[src/rtl/fifo_cfg_pkg.sv]
// Pipeline FIFO configuration
`default_nettype none

package fifo_cfg_pkg;

  // ingress and egress buffer sizes
  localparam int unsigned IngressDepth = 4;
  localparam int unsigned EgressDepth = 4;

  // wide enough to hold a count of 0 to 4
  localparam int unsigned OccW = 3;

  // FIFO occupancy count
  typedef logic [OccW-1:0] occ_t;

endpackage

`default_nettype wire

[src/rtl/stream_pkg.sv]
// Sample stream datapath types
`default_nettype none

package stream_pkg;

  // sample and gain widths
  localparam int unsigned SampleW = 16;
  localparam int unsigned GainW = 8;

  // gain is Q4.4, so 16 is unity
  localparam int unsigned GainFrac = 4;

  // signed sample times zero-extended gain
  localparam int unsigned ProdW = SampleW + GainW + 1;

  // signed sample word
  typedef logic signed [SampleW-1:0] sample_t;

  // unsigned fixed-point gain
  typedef logic [GainW-1:0] gain_t;

  // full-precision product before saturation
  typedef logic signed [ProdW-1:0] prod_t;

  // one beat on every valid/ready link
  typedef struct packed {
    sample_t data;
    logic    last;
    // set when the gain stage clipped the result
    logic    sat;
  } beat_t;

  localparam int unsigned BeatW = $bits(beat_t);

  // saturation limits of sample_t
  localparam sample_t SampleMax = {1'b0, {(SampleW-1){1'b1}}};
  localparam sample_t SampleMin = {1'b1, {(SampleW-1){1'b0}}};

endpackage

`default_nettype wire
[src/rtl/fifo_sync.sv]
// Generic synchronous FIFO
`timescale 1ns/1ps
`default_nettype none

module fifo_sync #(
  parameter int unsigned Width = 16,
  // let a write pass straight to the read port when empty
  parameter bit Pass = 1'b1,
  parameter int unsigned Depth = 4,
  // drive zero on rdata_o whenever nothing is valid
  parameter bit OutputZeroIfEmpty = 1'b1
) (
  input  logic               clock,
  input  logic               reset,
  // synchronous flush
  input  logic               clr_i,
  // write port
  input  logic               wvalid_i,
  output logic               wready_o,
  input  logic [Width-1:0]   wdata_i,
  // read port
  output logic               rvalid_o,
  input  logic               rready_i,
  output logic [Width-1:0]   rdata_o,
  // entries held
  output fifo_cfg_pkg::occ_t depth_o
);

  if (Depth == 0) begin : gen_passthru
    // no storage, straight wires in both directions
    assign depth_o = '0;
    assign rvalid_o = wvalid_i;
    assign rdata_o = wdata_i;
    assign wready_o = rready_i;
  end else begin : gen_fifo
    localparam int unsigned PtrVW = (Depth > 1) ? $clog2(Depth) : 1;
    localparam int unsigned PtrW = PtrVW + 1;
    localparam logic [PtrVW-1:0] LastIdx = PtrVW'(Depth - 1);

    logic [PtrW-1:0]  wptr_q;
    logic [PtrW-1:0]  rptr_q;
    logic [PtrVW-1:0] wptr_idx;
    logic [PtrVW-1:0] rptr_idx;
    logic             push;
    logic             pop;
    logic             full;
    logic             fifo_empty;
    logic             empty;
    logic [Width-1:0] storage [Depth];
    logic [Width-1:0] storage_rdata;
    logic [Width-1:0] rdata_int;

    // advance a pointer, flipping the wrap bit past the last entry
    function automatic logic [PtrW-1:0] ptr_incr(input logic [PtrW-1:0] ptr);
      if (ptr[PtrVW-1:0] == LastIdx) begin
        return {~ptr[PtrW-1], {PtrVW{1'b0}}};
      end
      return ptr + PtrW'(1);
    endfunction

    assign wptr_idx = wptr_q[PtrVW-1:0];
    assign rptr_idx = rptr_q[PtrVW-1:0];

    // same index, different wrap bit means full
    assign full = (wptr_q[PtrW-1] != rptr_q[PtrW-1]) && (wptr_idx == rptr_idx);
    assign fifo_empty = (wptr_q == rptr_q);

    assign wready_o = ~full;
    assign rvalid_o = ~empty;
    assign push = wvalid_i & ~full;
    assign pop = rvalid_o & rready_i;

    always_ff @(posedge clock or negedge reset) begin
      if (!reset) begin
        wptr_q <= '0;
        rptr_q <= '0;
      end else if (clr_i) begin
        wptr_q <= '0;
        rptr_q <= '0;
      end else begin
        if (push) begin
          wptr_q <= ptr_incr(wptr_q);
        end
        if (pop) begin
          rptr_q <= ptr_incr(rptr_q);
        end
      end
    end

    // occupancy from the pointer difference
    always_comb begin
      if (wptr_q[PtrW-1] == rptr_q[PtrW-1]) begin
        depth_o = fifo_cfg_pkg::occ_t'(wptr_idx) - fifo_cfg_pkg::occ_t'(rptr_idx);
      end else begin
        depth_o = fifo_cfg_pkg::occ_t'(Depth) - fifo_cfg_pkg::occ_t'(rptr_idx)
                  + fifo_cfg_pkg::occ_t'(wptr_idx);
      end
    end

    if (Depth == 1) begin : gen_one_entry
      assign storage_rdata = storage[0];

      always_ff @(posedge clock) begin
        if (push) begin
          storage[0] <= wdata_i;
        end
      end
    end else begin : gen_many_entries
      assign storage_rdata = storage[rptr_idx];

      always_ff @(posedge clock) begin
        if (push) begin
          storage[wptr_idx] <= wdata_i;
        end
      end
    end

    if (Pass) begin : gen_pass
      // an empty FIFO forwards the incoming write
      assign rdata_int = (fifo_empty && wvalid_i) ? wdata_i : storage_rdata;
      assign empty = fifo_empty & ~wvalid_i;
    end else begin : gen_no_pass
      assign rdata_int = storage_rdata;
      assign empty = fifo_empty;
    end

    if (OutputZeroIfEmpty) begin : gen_zero_out
      assign rdata_o = empty ? '0 : rdata_int;
    end else begin : gen_raw_out
      assign rdata_o = rdata_int;
    end
  end

endmodule

`default_nettype wire

[src/rtl/gain_pipe_top.sv]
// Streaming sample gain pipeline
`timescale 1ns/1ps
`default_nettype none

module gain_pipe_top (
  input  logic               clock,
  input  logic               reset,
  input  logic               clear_i,
  input  stream_pkg::gain_t  gain_i,
  // sample source
  input  logic               in_valid_i,
  output logic               in_ready_o,
  input  stream_pkg::beat_t  in_beat_i,
  // sample sink
  output logic               out_valid_o,
  input  logic               out_ready_i,
  output stream_pkg::beat_t  out_beat_o,
  // buffer levels
  output fifo_cfg_pkg::occ_t ingress_occ_o,
  output fifo_cfg_pkg::occ_t egress_occ_o
);

  logic              ingress_valid;
  logic              ingress_ready;
  stream_pkg::beat_t ingress_beat;
  logic              gain_valid;
  logic              gain_ready;
  stream_pkg::beat_t gain_beat;

  // ingress passes beats straight through while empty
  fifo_sync #(
    .Width            (stream_pkg::BeatW),
    .Pass             (1'b1),
    .Depth            (fifo_cfg_pkg::IngressDepth),
    .OutputZeroIfEmpty(1'b0)
  ) u_ingress (
    .clock   (clock),
    .reset   (reset),
    .clr_i   (clear_i),
    .wvalid_i(in_valid_i),
    .wready_o(in_ready_o),
    .wdata_i (in_beat_i),
    .rvalid_o(ingress_valid),
    .rready_i(ingress_ready),
    .rdata_o (ingress_beat),
    .depth_o (ingress_occ_o)
  );

  gain_stage u_gain (
    .clock      (clock),
    .reset      (reset),
    .clear_i    (clear_i),
    .gain_i     (gain_i),
    .in_valid_i (ingress_valid),
    .in_ready_o (ingress_ready),
    .in_beat_i  (ingress_beat),
    .out_valid_o(gain_valid),
    .out_ready_i(gain_ready),
    .out_beat_o (gain_beat)
  );

  // egress registers every beat and shows zero when empty
  fifo_sync #(
    .Width            (stream_pkg::BeatW),
    .Pass             (1'b0),
    .Depth            (fifo_cfg_pkg::EgressDepth),
    .OutputZeroIfEmpty(1'b1)
  ) u_egress (
    .clock   (clock),
    .reset   (reset),
    .clr_i   (clear_i),
    .wvalid_i(gain_valid),
    .wready_o(gain_ready),
    .wdata_i (gain_beat),
    .rvalid_o(out_valid_o),
    .rready_i(out_ready_i),
    .rdata_o (out_beat_o),
    .depth_o (egress_occ_o)
  );

endmodule

`default_nettype wire

[src/rtl/gain_stage.sv]
// Sample gain and saturation stage
`timescale 1ns/1ps
`default_nettype none

module gain_stage (
  input  logic              clock,
  input  logic              reset,
  input  logic              clear_i,
  input  stream_pkg::gain_t gain_i,
  // upstream side
  input  logic              in_valid_i,
  output logic              in_ready_o,
  input  stream_pkg::beat_t in_beat_i,
  // downstream side
  output logic              out_valid_o,
  input  logic              out_ready_i,
  output stream_pkg::beat_t out_beat_o
);

  logic              valid_q;
  stream_pkg::beat_t beat_q;
  stream_pkg::beat_t beat_d;
  stream_pkg::prod_t product;
  stream_pkg::prod_t scaled;
  logic              accept;
  logic              overflow;

  // full-precision product, gain treated as non-negative
  assign product = stream_pkg::prod_t'(in_beat_i.data)
                   * stream_pkg::prod_t'({1'b0, gain_i});
  assign scaled = product >>> stream_pkg::GainFrac;

  // out of range unless all bits above the sample sign bit match it
  assign overflow = (scaled[stream_pkg::ProdW-1:stream_pkg::SampleW-1] != '0) &&
                    (scaled[stream_pkg::ProdW-1:stream_pkg::SampleW-1] != '1);

  always_comb begin
    beat_d.last = in_beat_i.last;
    beat_d.sat = overflow;
    if (!overflow) begin
      beat_d.data = scaled[stream_pkg::SampleW-1:0];
    end else if (scaled[stream_pkg::ProdW-1]) begin
      beat_d.data = stream_pkg::SampleMin;
    end else begin
      beat_d.data = stream_pkg::SampleMax;
    end
  end

  // room when empty or when the held beat leaves this cycle
  assign in_ready_o = ~valid_q | out_ready_i;
  assign accept = in_valid_i & in_ready_o;

  always_ff @(posedge clock or negedge reset) begin
    if (!reset) begin
      valid_q <= 1'b0;
    end else if (clear_i) begin
      valid_q <= 1'b0;
    end else if (in_ready_o) begin
      valid_q <= in_valid_i;
    end
  end

  always_ff @(posedge clock) begin
    if (accept) begin
      beat_q <= beat_d;
    end
  end

  assign out_valid_o = valid_q;
  assign out_beat_o = beat_q;

endmodule

`default_nettype wire

[config.mk]
export PLATFORM = sky130hd
export DESIGN_NAME = gain_pipe_top
export DESIGN_NICKNAME = d
export VERILOG_FILES = /design/src/rtl/fifo_cfg_pkg.sv /design/src/rtl/stream_pkg.sv /design/src/rtl/fifo_sync.sv /design/src/rtl/gain_pipe_top.sv /design/src/rtl/gain_stage.sv
export SDC_FILE = /design/constraint.sdc
export NUM_CORES = 1
export LEC_CHECK = 0
export BUFFER_PORTS_ARGS = -buffer_cell sky130_fd_sc_hd__buf_4
export CAP_MARGIN = 0
export CORE_MARGIN = 5
export CORE_UTILIZATION = 57
export DETAILED_ROUTE_END_ITERATION = 7
export PLACE_DENSITY_LB_ADDON = 0.25
export REMOVE_ABC_BUFFERS = 1
export SYNTH_ARGS = -nofsm -noshare
export SYNTH_HDL_FRONTEND = slang
export SYNTH_HIERARCHICAL = 1
export SYNTH_SLANG_ARGS = --single-unit
[constraint.sdc]
create_clock -name clock -period 6.15 [get_ports clock]
set_input_delay 0.3075 -clock clock [delete_from_list [all_inputs] [get_ports clock]]
set_output_delay 0.3075 -clock clock [all_outputs]
set_load 0.01 [all_outputs]
==> impl_metrics.yaml <==
worst_setup_path:
  arrival_ps: 6410
  endpoint_kind: "flip-flop"
  critical_path.max_fanout: 10
  crit_top_cell: "fa_1"
  cp_slowest_cell: "fa_1"
  crit_chain: "buf_12, buf_12, mux4_2, mux2_4, buf_6, and2_4, ha_4, inv_2, fa_1, inv_2, fa_1, fa_1, ha_4, a21o_4, a221oi_4, o211ai_1, a211oi_4, xnor2_2, or3_2, nor3_2, o2bb2ai_1"
  crit_type: "reg2reg"
  worst_path_largest_cell_delay_ps: 580
  startpoint_type: "flip-flop"
  cp_num_buf_inv: 5
  crit_family: "adder cells"
  worstPathRequired_ps: 6310
timing:
  hold_violations: 0
  fmax_mhz: 160
  skew_ps: 17.0
  fin_crit_sh_pct: 102
  tightestPinTransition_ps: 999
  grt_setup_unrepaired: "true"
  timing.final.ws_setup_ps: -101
  setup_violations: 15
  timing.final.crit_period_ps: 6250
  slew_headroom_pct: 33.4
  drv_slew: 0
grt:
  grt_max_degree: 26
  track_usage_pct: 19.5
  gr-total-overflow: 0
  antenna_found_initial: 0
  grt_pass1_vias: 7824
  grt_pass1_wl_mm: 37.8
status:
  violations: "setup timing"
  status: "finished with violations"
place:
  dp_cells: 1328
  portBuffers: 55
  gp_congestion: 0.845
  hpwl_mm: 16.5
cells_and_area:
  area.sequential_sq_um: 5070
  layoutNonFillerInstCount: 1382
  fin_nets: 1290
  num_antenna_cells: 0
  drive_gt1_share_pct: 30.4
  area_delta_synth_final_pct: 20.8
  multiInputGateArea_sq_um: 6640
  fillers: 1462
  finish.utilization_pct: 69.4
clocking:
  cts_buffers: 17
  cts_buffer_depth: 2
  cts_root_buf: "clkbuf_16"
  numClockSinks: 171
  cts_max_level: 4
  path_clk_slew_ps: 80
  clk_latency_ps: 430
  cts_tree: "built"
route:
  drt_iter0_drc: 354
  drc_errors: 0
  routed_wirelength_mm: 23.5
  dr.pass1.iters: 5
  via_count: 7525
  avgViaCountPerCell: 5.45
  drtAntennaViolNets: 0
  wl_per_cell_um: 17.0
die:
  design.core.area_sq_um: 20900
  rows: 53
  die_h_um: 155
  start_util_pct: 57.4
  die-area_sq_um: 24000
  die_w_um: 155
  io_pins: 57
yosys:
  syn_inst: 950
  syn_area_sq_um: 12000
  avgSynthCellArea_sq_um: 12.6
  synth_warnings: 6
min_path:
  worstHoldPathType: "in2reg"
job:
  maxCapViolations: 0
==> layout by cell type, fill, tap and decap left out, drive strengths merged, types with 4 or more instances in the layout <==
cell,n
a21oi,24
and2,72
nor2b,22
dfrtp,13
nor3,12
nor2,16
and3,4
o21a,4
nand4,4
clkinv,7
nand3,5
a211oi,5
or3,5
a211o,6
ha,61
buf,151
clkbuf,18
xor2,10
edfxtp,158
mux2,20
o21ai,19
mux4,35
fa,104
o211ai,4
inv,170
a21o,12
nand2,83
xnor2,18
==> per-layer routing <==
metal	part of all wire [%]	track usage [%]	vias up
met5	0	0	-
met2	52	34.4	154
met1	43	25.7	3824
met3	3.6	2.67	22
met4	1.1	5.26	0
li1	-	-	3525
==> final timing paths <==
path	from	endpoint	slack [ps]	cells after the start
worst min-delay path	in_beat_i[15]	u_ingress/gen_fifo.storage[3][15]$_DFFE_PP_	80	1
max in group asynchronous	reset	u_ingress/gen_fifo.rptr_q[0]$_DFFE_PN0P_	5690	2
min in group asynchronous	reset	u_ingress/gen_fifo.wptr_q[2]$_DFFE_PN0P_	270	2
worst max register to register	u_ingress/gen_fifo.rptr_q[0]$_DFFE_PN0P_	u_gain/out_beat_o[6]$_DFFE_PP_	-100	21
worst max-delay path	u_ingress/gen_fifo.rptr_q[0]$_DFFE_PN0P_	u_gain/out_beat_o[6]$_DFFE_PP_	-100	21
worst min register to register	u_gain/out_beat_o[8]$_DFFE_PP_	u_egress/gen_fifo.storage[3][8]$_DFFE_PP_	490	0
==> through the flow <==
stage               TNS (ps)  hold slack, ps  cell area, sq um  worst slack (ps)
CTS                    -99.4            62.8             13800             -19.4
global placement        -486             173             13200             -62.0
finish                  -824            80.7             14500              -101
detailed placement     -1780             175             13200              -164
global route           -3810            65.0             14500              -272
floorplan              -8820            11.9             11900              -573
==> final cells by class <==
class | count | area share, %
multi-input cells | 588 | 45.8
repair buffers | 153 | 8.59
flip-flops and latches | 171 | 35.0
clock buffers | 17 | 2.94
inverters | 163 | 4.22
well taps | 275 | 2.37
clock inverters | 15 | 1.05
==> worst reg2reg max path: cells and delay by family (launching register included) <==
| kind | cells | cell delay [ps] |
|---|---|---|
| xor gates and xnor gates | 1 | 120 |
| muxes | 2 | 840 |
| AOI/OAI and AO/OA | 5 | 1180 |
| DFF | 1 | 420 |
| and+or+nand+nor | 3 | 860 |
| buffers and inverters | 5 | 450 |
| adders and majority gates | 5 | 2100 |
==> state kept, by name, indices dropped and copies added, names as in the netlist <==
| register | count |
|---|---|
| u_ingress/gen_fifo.wptr_q | 3 |
| u_egress/gen_fifo.storage | 72 |
| u_gain/out_valid_o | 1 |
| u_ingress/gen_fifo.storage | 68 |
| u_egress/gen_fifo.wptr_q | 3 |
| u_gain/out_beat_o | 18 |
| u_ingress/gen_fifo.rptr_q | 3 |
| u_egress/gen_fifo.rptr_q | 3 |
==> what timing repair did <==
| item | 4_1_cts | 5_1_grt |
|---|---|---|
| hold endpoints to repair | 13 | 0 |
| pin swaps | 3 | 51 |
| resized for setup | 6 | 108 |
| setup buffers | 0 | 17 |
| hold buffers | 1 | 0 |
| setup endpoints to repair | 16 | 16 |
| cloned | 0 | 4 |
Power is left out: the tool's default activity adds up to more than one toggle a clock period on the data nets, which glitch-free logic cannot reach.
